===== src/feed_pkg.sv =====
// Feed decoder shared constants and the beat word type
package feed_pkg;

  // ------------------------------------------------------------------------
  // Bus geometry
  // ------------------------------------------------------------------------

  // Bytes carried by one streaming beat
  localparam int BEAT_BYTES  = 8;
  // Data bus width in bits
  localparam int DATA_WIDTH  = 64;
  // Width of the empty field, counts 0 to 7 unused bytes
  localparam int EMPTY_WIDTH = 3;
  // Byte pointers into the stream, wide enough for a 32 byte payload plus slack
  localparam int PTR_WIDTH   = 6;

  // ------------------------------------------------------------------------
  // Packet and message format
  // ------------------------------------------------------------------------

  // Message count at the head of every packet
  localparam int MSG_CNT_BYTES = 2;
  // Length field in front of every payload
  localparam int MSG_LEN_BYTES = 2;
  // Legal payload sizes
  localparam int MSG_MIN_BYTES = 8;
  localparam int MSG_MAX_BYTES = 32;
  // First payload byte of a packet sits after count and length
  localparam int MSG_PTR_START = MSG_CNT_BYTES + MSG_LEN_BYTES;

  // One beat, seen either as raw bytes or as a packet header.
  // Byte 0 is the first byte on the wire, bits 63:56
  typedef union packed {
    logic [0:BEAT_BYTES-1][7:0] bytes;
    struct packed {
      // Number of messages in the packet, not checked
      logic [MSG_CNT_BYTES*8-1:0] msg_count;
      // Length of the first message
      logic [MSG_LEN_BYTES*8-1:0] first_len;
      // Leading payload bytes of the first message
      logic [DATA_WIDTH-(MSG_CNT_BYTES+MSG_LEN_BYTES)*8-1:0] lead_payload;
    } hdr;
  } feed_beat_u;

endpackage


===== src/feed_beat_queue.sv =====
// Feed decoder input queue: skid beat plus new and old stages forming 16 bytes
`timescale 1ns/1ps
`default_nettype none

module feed_beat_queue
  import feed_pkg::*;
(
  input  wire logic                 clk,
  input  wire logic                 reset_n,
  // Input streaming side
  input  wire logic                 in_valid,
  input  wire logic                 in_startofpacket,
  input  wire logic                 in_endofpacket,
  input  wire feed_beat_u           in_data,
  input  wire logic                 in_ready,
  // Control from aligner and tracker
  input  wire logic                 advance,
  input  wire logic                 update_old,
  input  wire logic [PTR_WIDTH-1:0] eom_queue_pos,
  // Queue contents
  output feed_beat_u                new_beat,
  output feed_beat_u                old_beat,
  output logic                      new_valid,
  output logic                      new_sop,
  output logic                      new_eop,
  output logic                      new_som,
  output logic                      old_valid,
  output logic                      old_sop,
  output logic                      old_eop,
  output logic                      old_som
);

  feed_beat_u shadow_beat;
  logic       shadow_valid;
  logic       shadow_sop;
  logic       shadow_eop;
  logic       accept;
  logic       ld_new;
  logic       catch_beat;

  // Bus handshake completes here
  assign accept     = in_valid & in_ready;
  // New stage frees up when empty or moving to the old stage
  assign ld_new     = advance & (~new_valid | update_old);
  // Beat taken from the bus while the new stage is still occupied
  assign catch_beat = accept & ~ld_new;

  // ------------------------------------------------------------------------
  // Shadow stage
  // ------------------------------------------------------------------------

  always_ff @(posedge clk) begin
    if (!reset_n) begin
      shadow_valid <= 1'b0;
    end else if (catch_beat) begin
      shadow_valid <= 1'b1;
    end else if (ld_new) begin
      // Drained into the new stage
      shadow_valid <= 1'b0;
    end
  end

  // Payload and flags of the caught beat
  always_ff @(posedge clk) begin
    if (catch_beat) begin
      shadow_beat <= in_data;
      shadow_sop  <= in_startofpacket;
      shadow_eop  <= in_endofpacket;
    end
  end

  // ------------------------------------------------------------------------
  // New and old stages
  // ------------------------------------------------------------------------

  always_ff @(posedge clk) begin
    if (!reset_n) begin
      new_valid <= 1'b0;
      new_sop   <= 1'b0;
      new_eop   <= 1'b0;
    end else if (ld_new) begin
      // Shadow first, it is older than anything on the bus
      new_valid <= shadow_valid | accept;
      new_sop   <= shadow_valid ? shadow_sop : in_startofpacket;
      new_eop   <= shadow_valid ? shadow_eop : in_endofpacket;
    end
  end

  always_ff @(posedge clk) begin
    if (ld_new) begin
      new_beat <= shadow_valid ? shadow_beat : in_data;
    end
  end

  // Old stage sits on top of the new stage
  always_ff @(posedge clk) begin
    if (!reset_n) begin
      old_valid <= 1'b0;
      old_sop   <= 1'b0;
      old_eop   <= 1'b0;
      old_som   <= 1'b0;
    end else if (update_old) begin
      old_valid <= new_valid;
      old_sop   <= new_sop;
      old_eop   <= new_eop;
      old_som   <= new_som;
    end
  end

  always_ff @(posedge clk) begin
    if (update_old) begin
      old_beat <= new_beat;
    end
  end

  // Next payload begins in the new beat: a packet start, or the
  // current message ends 5 to 12 bytes below the top of the queue
  assign new_som = new_valid & (new_sop | (eom_queue_pos inside {[5:12]}));

  // Stall from the tracker must block the bus while a beat waits here
  a_shadow_not_overwritten: assert property (
    @(posedge clk) disable iff (!reset_n)
    shadow_valid |-> !accept
  );

endmodule

`default_nettype wire


===== src/feed_msg_tracker.sv =====
// Feed decoder control path computing pointers, next length, stall and load timing
`timescale 1ns/1ps
`default_nettype none

module feed_msg_tracker
  import feed_pkg::*;
(
  input  wire logic                   clk,
  input  wire logic                   reset_n,
  input  wire logic                   advance,
  // Queue contents
  input  wire feed_beat_u             new_beat,
  input  wire feed_beat_u             old_beat,
  input  wire logic                   new_valid,
  input  wire logic                   new_sop,
  input  wire logic                   new_eop,
  input  wire logic                   new_som,
  input  wire logic                   old_valid,
  input  wire logic                   old_sop,
  input  wire logic                   old_eop,
  input  wire logic                   old_som,
  // Queue and aligner control
  output logic                        update_old,
  output logic [PTR_WIDTH-1:0]        rd_ptr,
  output logic [PTR_WIDTH-1:0]        eom_queue_pos,
  output logic                        msg_valid,
  output logic                        msg_start,
  output logic                        msg_end,
  output logic [EMPTY_WIDTH-1:0]      msg_empty,
  output logic                        stall
);

  logic [PTR_WIDTH-1:0] que_ptr;
  logic [PTR_WIDTH-1:0] eom_ptr;
  logic [PTR_WIDTH-1:0] left;
  logic [PTR_WIDTH-1:0] nxt_rd_ptr;
  logic [15:0]          nxt_len;
  logic [0:2*BEAT_BYTES-1][7:0] q_bytes;
  logic [3:0]           len_idx;
  logic                 hunt;
  logic                 pending;
  logic                 first_beat;
  logic                 eom_in_old;
  logic                 at_eom;
  logic                 pkt_end;
  logic                 load_sop;
  logic                 load_old;
  logic                 load_shift;
  logic                 load_any;
  logic                 dly_shift;
  logic                 go_pending;
  logic                 update_raw;

  // ------------------------------------------------------------------------
  // Pointer math
  // ------------------------------------------------------------------------

  // End of message relative to the top of the old beat
  assign eom_queue_pos = eom_ptr - que_ptr;
  assign eom_in_old    = eom_queue_pos < PTR_WIDTH'(BEAT_BYTES);
  // Bytes left after the read pointer minus one
  assign left          = eom_ptr - rd_ptr;

  // Beat goes out when the bytes it needs are in the queue
  assign msg_valid = ~hunt & ~pending & old_valid & (new_valid | eom_in_old);
  assign msg_start = first_beat;
  assign msg_end   = left < PTR_WIDTH'(BEAT_BYTES);
  assign msg_empty = msg_end ? EMPTY_WIDTH'(BEAT_BYTES - 1) - left[EMPTY_WIDTH-1:0]
                             : '0;

  // Message finished now or earlier and still waiting to load
  assign at_eom  = (msg_valid & msg_end) | pending;
  assign pkt_end = msg_valid & msg_end & (eom_in_old ? old_eop : new_eop);

  // Load cases
  // sop beat in new stage, next payload in the old beat, next payload in new
  assign load_sop   = hunt & new_valid & new_sop;
  assign load_old   = at_eom & ~pkt_end & (eom_queue_pos <= PTR_WIDTH'(4));
  assign load_shift = at_eom & ~pkt_end & ~load_old & new_som;
  assign load_any   = load_sop | load_old | load_shift;
  // Length below the queue bottom needs one shift and a load a cycle later
  assign dly_shift  = msg_valid & msg_end & ~pkt_end & (eom_queue_pos > PTR_WIDTH'(12));
  assign go_pending = at_eom & ~pkt_end & ~load_old & ~load_shift;

  // Outside a packet every beat shifts up whether sop or not
  assign update_raw = hunt ? new_valid
                           : ((msg_valid & ~msg_end) | load_shift | dly_shift);
  assign update_old = update_raw & advance;

  // ------------------------------------------------------------------------
  // Next length extraction
  // ------------------------------------------------------------------------

  // Old beat on top of new beat as 16 bytes
  assign q_bytes = {old_beat.bytes, new_beat.bytes};
  // Length field follows the last payload byte
  assign len_idx = eom_queue_pos[3:0] + 4'd1;

  always_comb begin
    if (load_sop) begin
      nxt_len    = new_beat.hdr.first_len;
      nxt_rd_ptr = PTR_WIDTH'(MSG_PTR_START);
    end else begin
      nxt_len    = {q_bytes[len_idx], q_bytes[len_idx + 4'd1]};
      // Payload follows the length and sits one beat higher after a shift
      if (load_shift) begin
        nxt_rd_ptr = eom_queue_pos - PTR_WIDTH'(BEAT_BYTES - MSG_LEN_BYTES - 1);
      end else begin
        nxt_rd_ptr = eom_queue_pos + PTR_WIDTH'(MSG_LEN_BYTES + 1);
      end
    end
  end

  // ------------------------------------------------------------------------
  // State
  // ------------------------------------------------------------------------

  always_ff @(posedge clk) begin
    if (!reset_n) begin
      hunt       <= 1'b1;
      pending    <= 1'b0;
      first_beat <= 1'b0;
      que_ptr    <= '0;
      rd_ptr     <= PTR_WIDTH'(MSG_PTR_START);
      eom_ptr    <= '0;
    end else if (advance) begin
      if (pkt_end) begin
        // Clear out and wait for the next sop
        hunt       <= 1'b1;
        pending    <= 1'b0;
        first_beat <= 1'b0;
        que_ptr    <= '0;
        rd_ptr     <= PTR_WIDTH'(MSG_PTR_START);
        eom_ptr    <= '0;
      end else if (load_any) begin
        hunt       <= 1'b0;
        pending    <= 1'b0;
        first_beat <= 1'b1;
        que_ptr    <= '0;
        rd_ptr     <= nxt_rd_ptr;
        eom_ptr    <= nxt_rd_ptr + nxt_len[PTR_WIDTH-1:0] - PTR_WIDTH'(1);
      end else if (dly_shift) begin
        // Dead cycle on the output while the length moves up
        pending <= 1'b1;
        que_ptr <= que_ptr + PTR_WIDTH'(BEAT_BYTES);
      end else if (go_pending) begin
        pending <= 1'b1;
      end else if (msg_valid) begin
        first_beat <= 1'b0;
        que_ptr    <= que_ptr + PTR_WIDTH'(BEAT_BYTES);
        rd_ptr     <= rd_ptr + PTR_WIDTH'(BEAT_BYTES);
      end
    end
  end

  // Hold the bus when the new stage keeps its beat
  always_ff @(posedge clk) begin
    if (!reset_n) begin
      stall <= 1'b0;
    end else if (advance) begin
      stall <= new_valid & ~update_raw;
    end
  end

  a_len_in_range: assert property (
    @(posedge clk) disable iff (!reset_n)
    (advance && load_any) |-> (nxt_len >= MSG_MIN_BYTES && nxt_len <= MSG_MAX_BYTES)
  );

endmodule

`default_nettype wire


===== src/feed_msg_aligner.sv =====
// Feed decoder output stage aligning queue bytes and registering the streaming controls
`timescale 1ns/1ps
`default_nettype none

module feed_msg_aligner
  import feed_pkg::*;
(
  input  wire logic                   clk,
  input  wire logic                   reset_n,
  input  wire logic                   out_ready,
  // Queue bytes and read position
  input  wire feed_beat_u             old_beat,
  input  wire feed_beat_u             new_beat,
  input  wire logic [PTR_WIDTH-1:0]   rd_ptr,
  // Next beat description from the tracker
  input  wire logic                   msg_valid,
  input  wire logic                   msg_start,
  input  wire logic                   msg_end,
  input  wire logic [EMPTY_WIDTH-1:0] msg_empty,
  // Output streaming side
  output logic                        out_valid,
  output logic                        out_startofpacket,
  output logic                        out_endofpacket,
  output logic [DATA_WIDTH-1:0]       out_data,
  output logic [EMPTY_WIDTH-1:0]      out_empty,
  output logic                        advance
);

  logic [2*DATA_WIDTH-1:0] queue_word;
  logic [2*DATA_WIDTH-1:0] shifted;
  feed_beat_u              aligned;

  // Output register free to load
  assign advance = ~out_valid | out_ready;

  // ------------------------------------------------------------------------
  // Byte select
  // ------------------------------------------------------------------------

  assign queue_word = {old_beat, new_beat};
  // Read position moves to the top
  assign shifted    = queue_word << (8 * rd_ptr[EMPTY_WIDTH-1:0]);

  always_comb begin
    aligned = shifted[2*DATA_WIDTH-1 -: DATA_WIDTH];
    // Bytes past the end of message go out as zero
    for (int i = 0; i < BEAT_BYTES; i++) begin
      if (msg_end && (i + int'(msg_empty) >= BEAT_BYTES)) begin
        aligned.bytes[i] = 8'h00;
      end
    end
  end

  // ------------------------------------------------------------------------
  // Output register
  // ------------------------------------------------------------------------

  always_ff @(posedge clk) begin
    if (!reset_n) begin
      out_valid         <= 1'b0;
      out_startofpacket <= 1'b0;
      out_endofpacket   <= 1'b0;
      out_empty         <= '0;
    end else if (advance) begin
      out_valid         <= msg_valid;
      out_startofpacket <= msg_valid & msg_start;
      out_endofpacket   <= msg_valid & msg_end;
      out_empty         <= msg_empty;
    end
  end

  always_ff @(posedge clk) begin
    if (advance) begin
      out_data <= aligned;
    end
  end

endmodule

`default_nettype wire


===== src/feed_decoder.sv =====
// Feed decoder top: splits packet messages into individual streaming packets
`timescale 1ns/1ps
`default_nettype none

module feed_decoder
  import feed_pkg::*;
(
  input  wire logic                   clk,
  input  wire logic                   reset_n,
  // Input packet stream
  input  wire logic                   in_valid,
  output logic                        in_ready,
  input  wire logic                   in_startofpacket,
  input  wire logic                   in_endofpacket,
  input  wire logic [DATA_WIDTH-1:0]  in_data,
  // Output message stream
  output logic                        out_valid,
  input  wire logic                   out_ready,
  output logic                        out_startofpacket,
  output logic                        out_endofpacket,
  output logic [DATA_WIDTH-1:0]       out_data,
  output logic [EMPTY_WIDTH-1:0]      out_empty
);

  feed_beat_u           new_beat;
  feed_beat_u           old_beat;
  logic                 new_valid, new_sop, new_eop, new_som;
  logic                 old_valid, old_sop, old_eop, old_som;
  logic                 advance;
  logic                 update_old;
  logic                 stall;
  logic                 msg_valid, msg_start, msg_end;
  logic [EMPTY_WIDTH-1:0] msg_empty;
  logic [PTR_WIDTH-1:0] rd_ptr;
  logic [PTR_WIDTH-1:0] eom_queue_pos;

  // Output back-pressure, plus realign stalls
  assign in_ready = out_ready & ~stall;

  feed_beat_queue i_feed_beat_queue (
    .clk, .reset_n,
    .in_valid, .in_startofpacket, .in_endofpacket,
    .in_data          (feed_beat_u'(in_data)),
    .in_ready, .advance, .update_old, .eom_queue_pos,
    .new_beat, .old_beat,
    .new_valid, .new_sop, .new_eop, .new_som,
    .old_valid, .old_sop, .old_eop, .old_som
  );

  feed_msg_tracker i_feed_msg_tracker (
    .clk, .reset_n, .advance,
    .new_beat, .old_beat,
    .new_valid, .new_sop, .new_eop, .new_som,
    .old_valid, .old_sop, .old_eop, .old_som,
    .update_old, .rd_ptr, .eom_queue_pos,
    .msg_valid, .msg_start, .msg_end, .msg_empty,
    .stall
  );

  // Registered output stage, also the source of advance
  feed_msg_aligner i_feed_msg_aligner (
    .clk, .reset_n, .out_ready,
    .old_beat, .new_beat, .rd_ptr,
    .msg_valid, .msg_start, .msg_end, .msg_empty,
    .out_valid, .out_startofpacket, .out_endofpacket,
    .out_data, .out_empty,
    .advance
  );

endmodule

`default_nettype wire


===== config.mk =====
export PLATFORM = sky130hd
export DESIGN_NAME = feed_decoder
export DESIGN_NICKNAME = d
export VERILOG_FILES = /design/src/feed_pkg.sv /design/src/feed_beat_queue.sv /design/src/feed_msg_tracker.sv /design/src/feed_msg_aligner.sv /design/src/feed_decoder.sv
export SDC_FILE = /design/constraint.sdc
export NUM_CORES = 1
export LEC_CHECK = 0
export CAP_MARGIN = 30
export CORE_ASPECT_RATIO = 1.1
export CORE_MARGIN = 1.5
export CORE_UTILIZATION = 64
export CTS_CLUSTER_SIZE = 14
export DETAILED_ROUTE_END_ITERATION = 10
export DONT_BUFFER_PORTS = 1
export GPL_TIMING_DRIVEN = 0
export PLACE_DENSITY = 0.89
export SLEW_MARGIN = 10
export SYNTH_ARGS = -nofsm -noshare
export SYNTH_HDL_FRONTEND = slang
export SYNTH_SLANG_ARGS = --single-unit
export TNS_END_PERCENT = 5

===== constraint.sdc =====
create_clock -name clk -period 10.7 [get_ports clk]
set_input_delay 1.07 -clock clk [delete_from_list [all_inputs] [get_ports clk]]
set_output_delay 1.07 -clock clk [all_outputs]
set_load 0.005 [all_outputs]

Yosys cells after proc, flatten, opt, wreduce, memory -nomap -nowiden. Index checks and enable logic that the tools add are counted.

Bits of input ports: 70. Output and inout port bits: 71. Bits in registers: 292. Logic and storage cells: 167.

Reductions and logical operators: 18. $add $sub $neg: 18. Magnitude comparators: 15. Shifts and indexed selects: 1. Mux-type cells: 37. Bitwise gates (word level): 45. Equality and inequality tests: 3.

Operators by type and width (number): $ge 32x5->1 const B (7); $shl 128x6->128 (1); $mux 6 (17); $mux 64 (1); $bmux 8 s4 (1); $and 1x1->1 (23); $mux 1 (17); $add 3x3->4 const A (4); $add 6x4->6 const B (2); $lt 6x4->1 const B (2); $sub 6x6->6 (2); $not 1->1 (11); $or 1x1->1 (10); $logic_and 1x1->1 (9); $add 2x3->4 const A (2); $add 4x1->4 const B (2); $reduce_bool 4->1 (2); $add 6x2->6 const B (1); $add 6x6->6 (1); $ge 6x3->1 const B (1); $gt 6x4->1 const B (1); $le 6x3->1 const B (1); $le 6x4->1 const B (1); $ne 3x1->1 const B (2); other kinds (14) (16).

Depth between registers and ports, before layout.
Depth after elaboration: 21. Gate-level depth with buffers: 24. Gate-level depth less buffers: 21.

Cells and area by module. From an unflattened synthesis, not the netlist that was laid out.

Cell total of the unflattened synthesis: 1046. Area, all modules: 14799.2 µm².

By module, submodules not included: feed_beat_queue (instances 1, cells an instance 306, sequential area each 5985.7 µm², area an instance 7004.2 µm²); feed_msg_aligner (instances 1, cells an instance 452, sequential area each 2042.0 µm², area an instance 5073.6 µm²); feed_msg_tracker (instances 1, cells an instance 287, sequential area each 380.4 µm², area an instance 2707.6 µm²); feed_decoder (instances 1, cells an instance 1, sequential area each 0.0 µm², area an instance 13.8 µm²).

Worst setup path before layout. Ideal clock, no wire load.

Path kind: reg2reg. Start point: register i_feed_msg_tracker.eom_ptr[1]. End point: register i_feed_beat_queue.shadow_beat[0] (netlist name), enable pin. Cell stages (with the launch flop): 17. Path slack: 2.965 ns. Data required time: 10.210 ns. Clock period less this slack: 7.735 ns. Arrival: 7.245 ns. Path buffers: 3. Library setup time: 0.490 ns. Cell sequence: dfxtp_1 -> inv_1 -> ha_1 -> clkbuf_1 -> buf_1 -> clkbuf_1 -> inv_1 -> ha_1 -> nor3_1 -> o21a_1 -> a2111oi_4 -> a21oi_2 -> nor3b_2 -> a221oi_1 -> a21o_1 -> inv_1 -> nor2_1.

Longest elaborated chain between the ends: 20. Elaborated cells between the ends (all ways): 35. Classes of those cells: add/sub (2); order compare (6); mux (2); bitwise (24); reduce/logical (1).

RTL lines: from (decl) (RTL line feed_msg_tracker.sv:34) `logic [PTR_WIDTH-1:0] eom_ptr;`; from (signal assigned) (RTL line feed_msg_tracker.sv:141) `eom_ptr <= nxt_rd_ptr + nxt_len[PTR_WIDTH-1:0] - PTR_WIDTH'(1);`; $sub 6x6->6 (RTL line feed_msg_tracker.sv:59) `assign eom_queue_pos = eom_ptr - que_ptr;`; $lt 6x4->1 (RTL line feed_msg_tracker.sv:60) `assign eom_in_old = eom_queue_pos < PTR_WIDTH'(BEAT_BYTES);`; $or 1x1->1 (RTL line feed_msg_tracker.sv:65) `assign msg_valid = ~hunt & ~pending & old_valid & (new_valid | eom_in_old);`; $and 1x1->1 (RTL line feed_msg_tracker.sv:65); $and 1x1->1 (RTL line feed_msg_tracker.sv:72, feed_msg_tracker.sv:73, feed_msg_tracker.sv:82); $and 1x1->1 (RTL line feed_msg_tracker.sv:73) `assign pkt_end = msg_valid & msg_end & (eom_in_old ? old_eop : new_eop);`; $not 1->1 (RTL line feed_msg_tracker.sv:78, feed_msg_tracker.sv:79, feed_msg_tracker.sv:82); $and 1x1->1 (RTL line feed_msg_tracker.sv:78, feed_msg_tracker.sv:79); [6 not listed]; $mux 1 * (RTL line feed_msg_tracker.sv:86) `assign update_raw = hunt ? new_valid`; $and 1x1->1 * (RTL line feed_msg_tracker.sv:88) `assign update_old = update_raw & advance;`; $or 1x1->1 * (RTL line feed_beat_queue.sv:44) `assign ld_new = advance & (~new_valid | update_old);`; $and 1x1->1 * (RTL line feed_beat_queue.sv:44); named net i_feed_beat_queue.ld_new (RTL line feed_beat_queue.sv:38) `logic ld_new;`; $not 1->1 * (RTL line feed_beat_queue.sv:46) `assign catch_beat = accept & ~ld_new;`; $and 1x1->1 * (RTL line feed_beat_queue.sv:46); named net i_feed_beat_queue.catch_beat (RTL line feed_beat_queue.sv:39) `logic catch_beat;`; to (signal assigned) (RTL line feed_beat_queue.sv:66) `shadow_beat <= in_data;`; to (decl) (RTL line feed_beat_queue.sv:33) `feed_beat_u shadow_beat;`.

The timed path passes the listed nets; every way through them passes the cells marked *. A chain may end at the register's enable or synchronous reset.

Worst setup path after layout.
Start point: register i_feed_msg_tracker.eom_ptr[1]. End point: register i_feed_msg_tracker.eom_ptr[5].

Longest elaborated chain between the ends: 18. Elaborated cells between the ends (all ways): 41. Classes of those cells: add/sub (8); order compare (5); mux (9); bitwise (16); reduce/logical (3).

RTL lines: branches (longest 18 deep; another with $sub 6x6->6).

Parallel ways; which one is timed is not known. The select of a mux whose other input is x is not followed.

==> impl_metrics.py <==
metrics = {
    "global_route": {
        "grt_pass1_vias": 9629,
        "globalRouteOverflowTotal": 0,
        "antenna_found_initial": 0,
        "grt_max_degree": 70,
        "grt_use_total": 0.336,
        "grt_pass1_wl_mm": 59.2,
    },
    "timing": {
        "fin_tns_setup_ps": 0,
        "fmax_ghz": 0.153,
        "rsz0062_at_grt": "no",
        "slew_headroom": 0.336,
        "period_share": 0.611,
        "skew_ps": 22.5,
        "min_period_ps": 6540,
        "slew_violations": 0,
        "worstMarginPinSlew_ps": 995,
        "setup_viol": 0,
        "hold_viol": 0,
    },
    "floorplan": {
        "dieArea_um2": 23700,
        "die-height_um": 161,
        "start_util": 0.656,
        "rows": 57,
        "coreArea_um2": 22300,
        "ioPinCount": 141,
        "die-width_um": 147,
    },
    "layout": {
        "antenna_cells": 0,
        "num-fill-cells": 1466,
        "drive_above_1_share": 0.166,
        "instances_no_fill": 1421,
        "syn2layout_area_growth_pct": 9.90,
        "layout.nets": 1202,
    },
    "synthesis": {
        "syn_avg_cell_area_um2": 13.7,
        "synth_top_area_share": 0.531,
        "yosys-top-cells-area": "edfxtp_1 (53%), mux2i_1 (10%), mux4_2 (7.1%)",
        "synth_edf_count": 258,
        "syn-instance-count": 1068,
        "ys_types": 58,
        "yosys_warnings": 0,
        "netlist_area_um2": 14600,
        "syn-num-nets": 1165,
        "synth_common_cells": "edfxtp_1 (258), mux2i_1 (149), mux2_2 (72)",
        "ys.flop_type": "edfxtp_1",
        "yosysMostFrequentCell": "edfxtp_1",
        "ys_seq_area_frac": 0.573,
        "synth_top_area_cell": "edfxtp_1",
        "ys_async_sr_fraction": 0,
        "synth_seq_cells": 289,
    },
    "placed_design": {
        "gp_congestion": 0.993,
        "io_buffer_count": 0,
        "place_inst": 1368,
        "dpl.hpwl_mm": 29.2,
    },
    "job": {
        "cap_violations": 0,
    },
    "detailed_routing": {
        "drt-total-wl_mm": 39.4,
        "first_iter_violations": 1195,
        "ant_nets": 0,
        "detail_route.wl_per_cell_um": 27.7,
        "drc": 0,
        "vias": 9540,
        "first_pass_iters": 8,
        "viasPerCell": 6.71,
    },
    "worst_setup_path": {
        "cp_common_cell": "ha_1",
        "crit_arrival_ps": 6980,
        "crit_required_ps": 11140,
        "slowest_delay_ps": 590,
        "crit_slowest_cell": "buf_1",
        "crit_type": "flip-flop to flip-flop",
        "end_kind": "flip-flop",
        "path_cells": "inv_1 > ha_1 > clkbuf_1 > buf_1 > clkbuf_1 > inv_1 > ha_1 > nor3_1 > o21a_1 > a2111oi_4 > a21oi_2 > nand3b_1 > nor2_1 > xnor2_1 > nand2_1 > ha_1 > inv_1 > ha_1 > a21o_1 > a21oi_1 > xnor2_1 > xnor2_1 > nor3_1 > a211o_1",
        "path_max_fanout": 10,
        "start_kind": "flip-flop",
    },
    "clock_network": {
        "cts_sinks": 289,
        "htree_levels": 1,
        "clock_latency_ps": 560,
        "cts-root-buf": "clkbuf_16",
        "clk_pin_slew_ps": 70,
        "ctsHoldBuffers": 0,
        "cts-resized-gates": 0,
        "cts-buffers-inserted": 28,
        "cts_tree": "built",
        "post_cts_buffers": 0,
        "max-clock-path-buffers": 3,
    },
    "status": {
        "outcome": "finished, final reports clean",
    },
    "power_and_ir_drop": {
        "ir_drop_uv": 239,
        "leakagePower_uw": 0.00548,
        "p_per_area_nw_per_um2": 173,
    },
    "hold_path": {
        "hold_path.class": "flip-flop to flip-flop",
    },
}
where the power goes:
group	leakage (uW)	internal, uW	switching [uW]	total, uW
Sequential	0.00280	1300	50.1	1350
Combinational	0.00222	161	228	390
Clock	0.000466	614	420	1030
Total	0.00548	2080	698	2780
layer usage:
metal	track usage	up-vias	routed length, um
met4	0.0914	0	928
li1	-	4118	-
met5	0	-	0
met2	0.516	711	17800
met1	0.473	4629	15900
met3	0.0975	82	4810
area by class of cell:
cell class                      instances  area (um^2)  area share
Sequential cell                       289         8370       0.521
Multi-Input combinational cell        688         5890       0.367
Clock buffer                           34          744      0.0464
Tap cell                              295          369      0.0230
Buffer                                 65          250      0.0156
Clock inverter                         17          210      0.0131
Timing Repair Buffer                    7          111     0.00694
Inverter                               26          101     0.00631
sequential cells by signal (all words and copies together), names as in the netlist, 3 cells and up:
register	count
i_feed_beat_queue.new_beat	64
i_feed_beat_queue.old_beat	64
i_feed_beat_queue.shadow_beat	64
i_feed_msg_aligner.out_data	64
i_feed_msg_aligner.out_empty	3
i_feed_msg_tracker.eom_ptr	6
i_feed_msg_tracker.que_ptr	3
i_feed_msg_tracker.rd_ptr	6
logic make-up after synthesis:
kind of cell | count (synthesis) | share of synthesized area
AOI/OAI and AO/OA | 140 | 0.0620
xor gates and xnor gates | 19 | 0.0114
adders and majority gates | 27 | 0.0242
buffers and inverters | 91 | 0.0238
DFF | 289 | 0.573
muxes | 267 | 0.229
other | 2 | 0.000514
and+or+nand+nor | 233 | 0.0764
worst max-delay path, delay by kind of cell, from the launching register on:
kind	cells	cell delay [ps]
DFF	1	490
AOI/OAI and AO/OA	6	1190
buffers and inverters	6	1900
adders and majority gates	4	1230
and+or+nand+nor	5	650
xor gates and xnor gates	3	950
cells in the final DEF, fill, tap and decap left out, types with 3 or more instances in the layout:
cell type	netlist	layout
nand3_1	24	24
nand3b_1	5	5
edfxtp_1	258	258
nor2b_1	17	17
a211oi_1	16	16
inv_1	24	22
bufinv_16	0	5
buf_12	0	3
mux2_2	72	72
clkinv_1	2	6
o21a_1	8	8
or3_1	3	3
clkbuf_1	48	53
xor2_1	6	6
clkbuf_16	0	29
xnor2_1	13	13
o211a_1	4	4
a211o_1	3	3
and3_1	3	3
nand2_1	67	67
ha_1	25	25
buf_2	2	3
mux4_2	46	46
buf_1	14	14
o21ai_0	21	21
and2_1	7	7
nor2_1	66	65
nor3_1	5	5
clkinv_2	0	6
or2_2	5	5
a31o_2	3	3
nand2b_1	23	23
a21o_1	4	4
a21oi_1	58	58
a22o_1	4	4
mux2i_1	149	149
dfxtp_1	31	31
through the flow:
step | area [um^2] | hold slack (ps) | utilization | setup WS (ps) | total power, uW
floorplan | 14600 | 400 | - | 2970 | 1620
global placement | 15000 | 406 | 0.673 | 571 | 1730
detailed placement | 15100 | 421 | 0.678 | 4320 | 1740
CTS | 16000 | 431 | 0.720 | 4270 | 2770
global route | 16000 | 442 | 0.721 | 3710 | 2850
finish | 16000 | 431 | 0.721 | 4160 | 2780
worst paths after layout:
path / from / end / slack (ps) / cells after the start
setup / recovery: i_feed_msg_tracker.eom_ptr[1]$_SDFFE_PN0P_ / i_feed_msg_tracker.eom_ptr[5]$_SDFFE_PN0P_ / 4160 / 24
hold / removal: i_feed_beat_queue.new_beat[7]$_DFFE_PP_ / i_feed_beat_queue.old_beat[7]$_DFFE_PP_ / 430 / 0
setup reg to reg: i_feed_msg_tracker.eom_ptr[1]$_SDFFE_PN0P_ / i_feed_msg_tracker.eom_ptr[5]$_SDFFE_PN0P_ / 4160 / 24
hold reg to reg: i_feed_beat_queue.new_beat[7]$_DFFE_PP_ / i_feed_beat_queue.old_beat[7]$_DFFE_PP_ / 430 / 0
No activity file was read; power rests on OpenSTA's default activity.
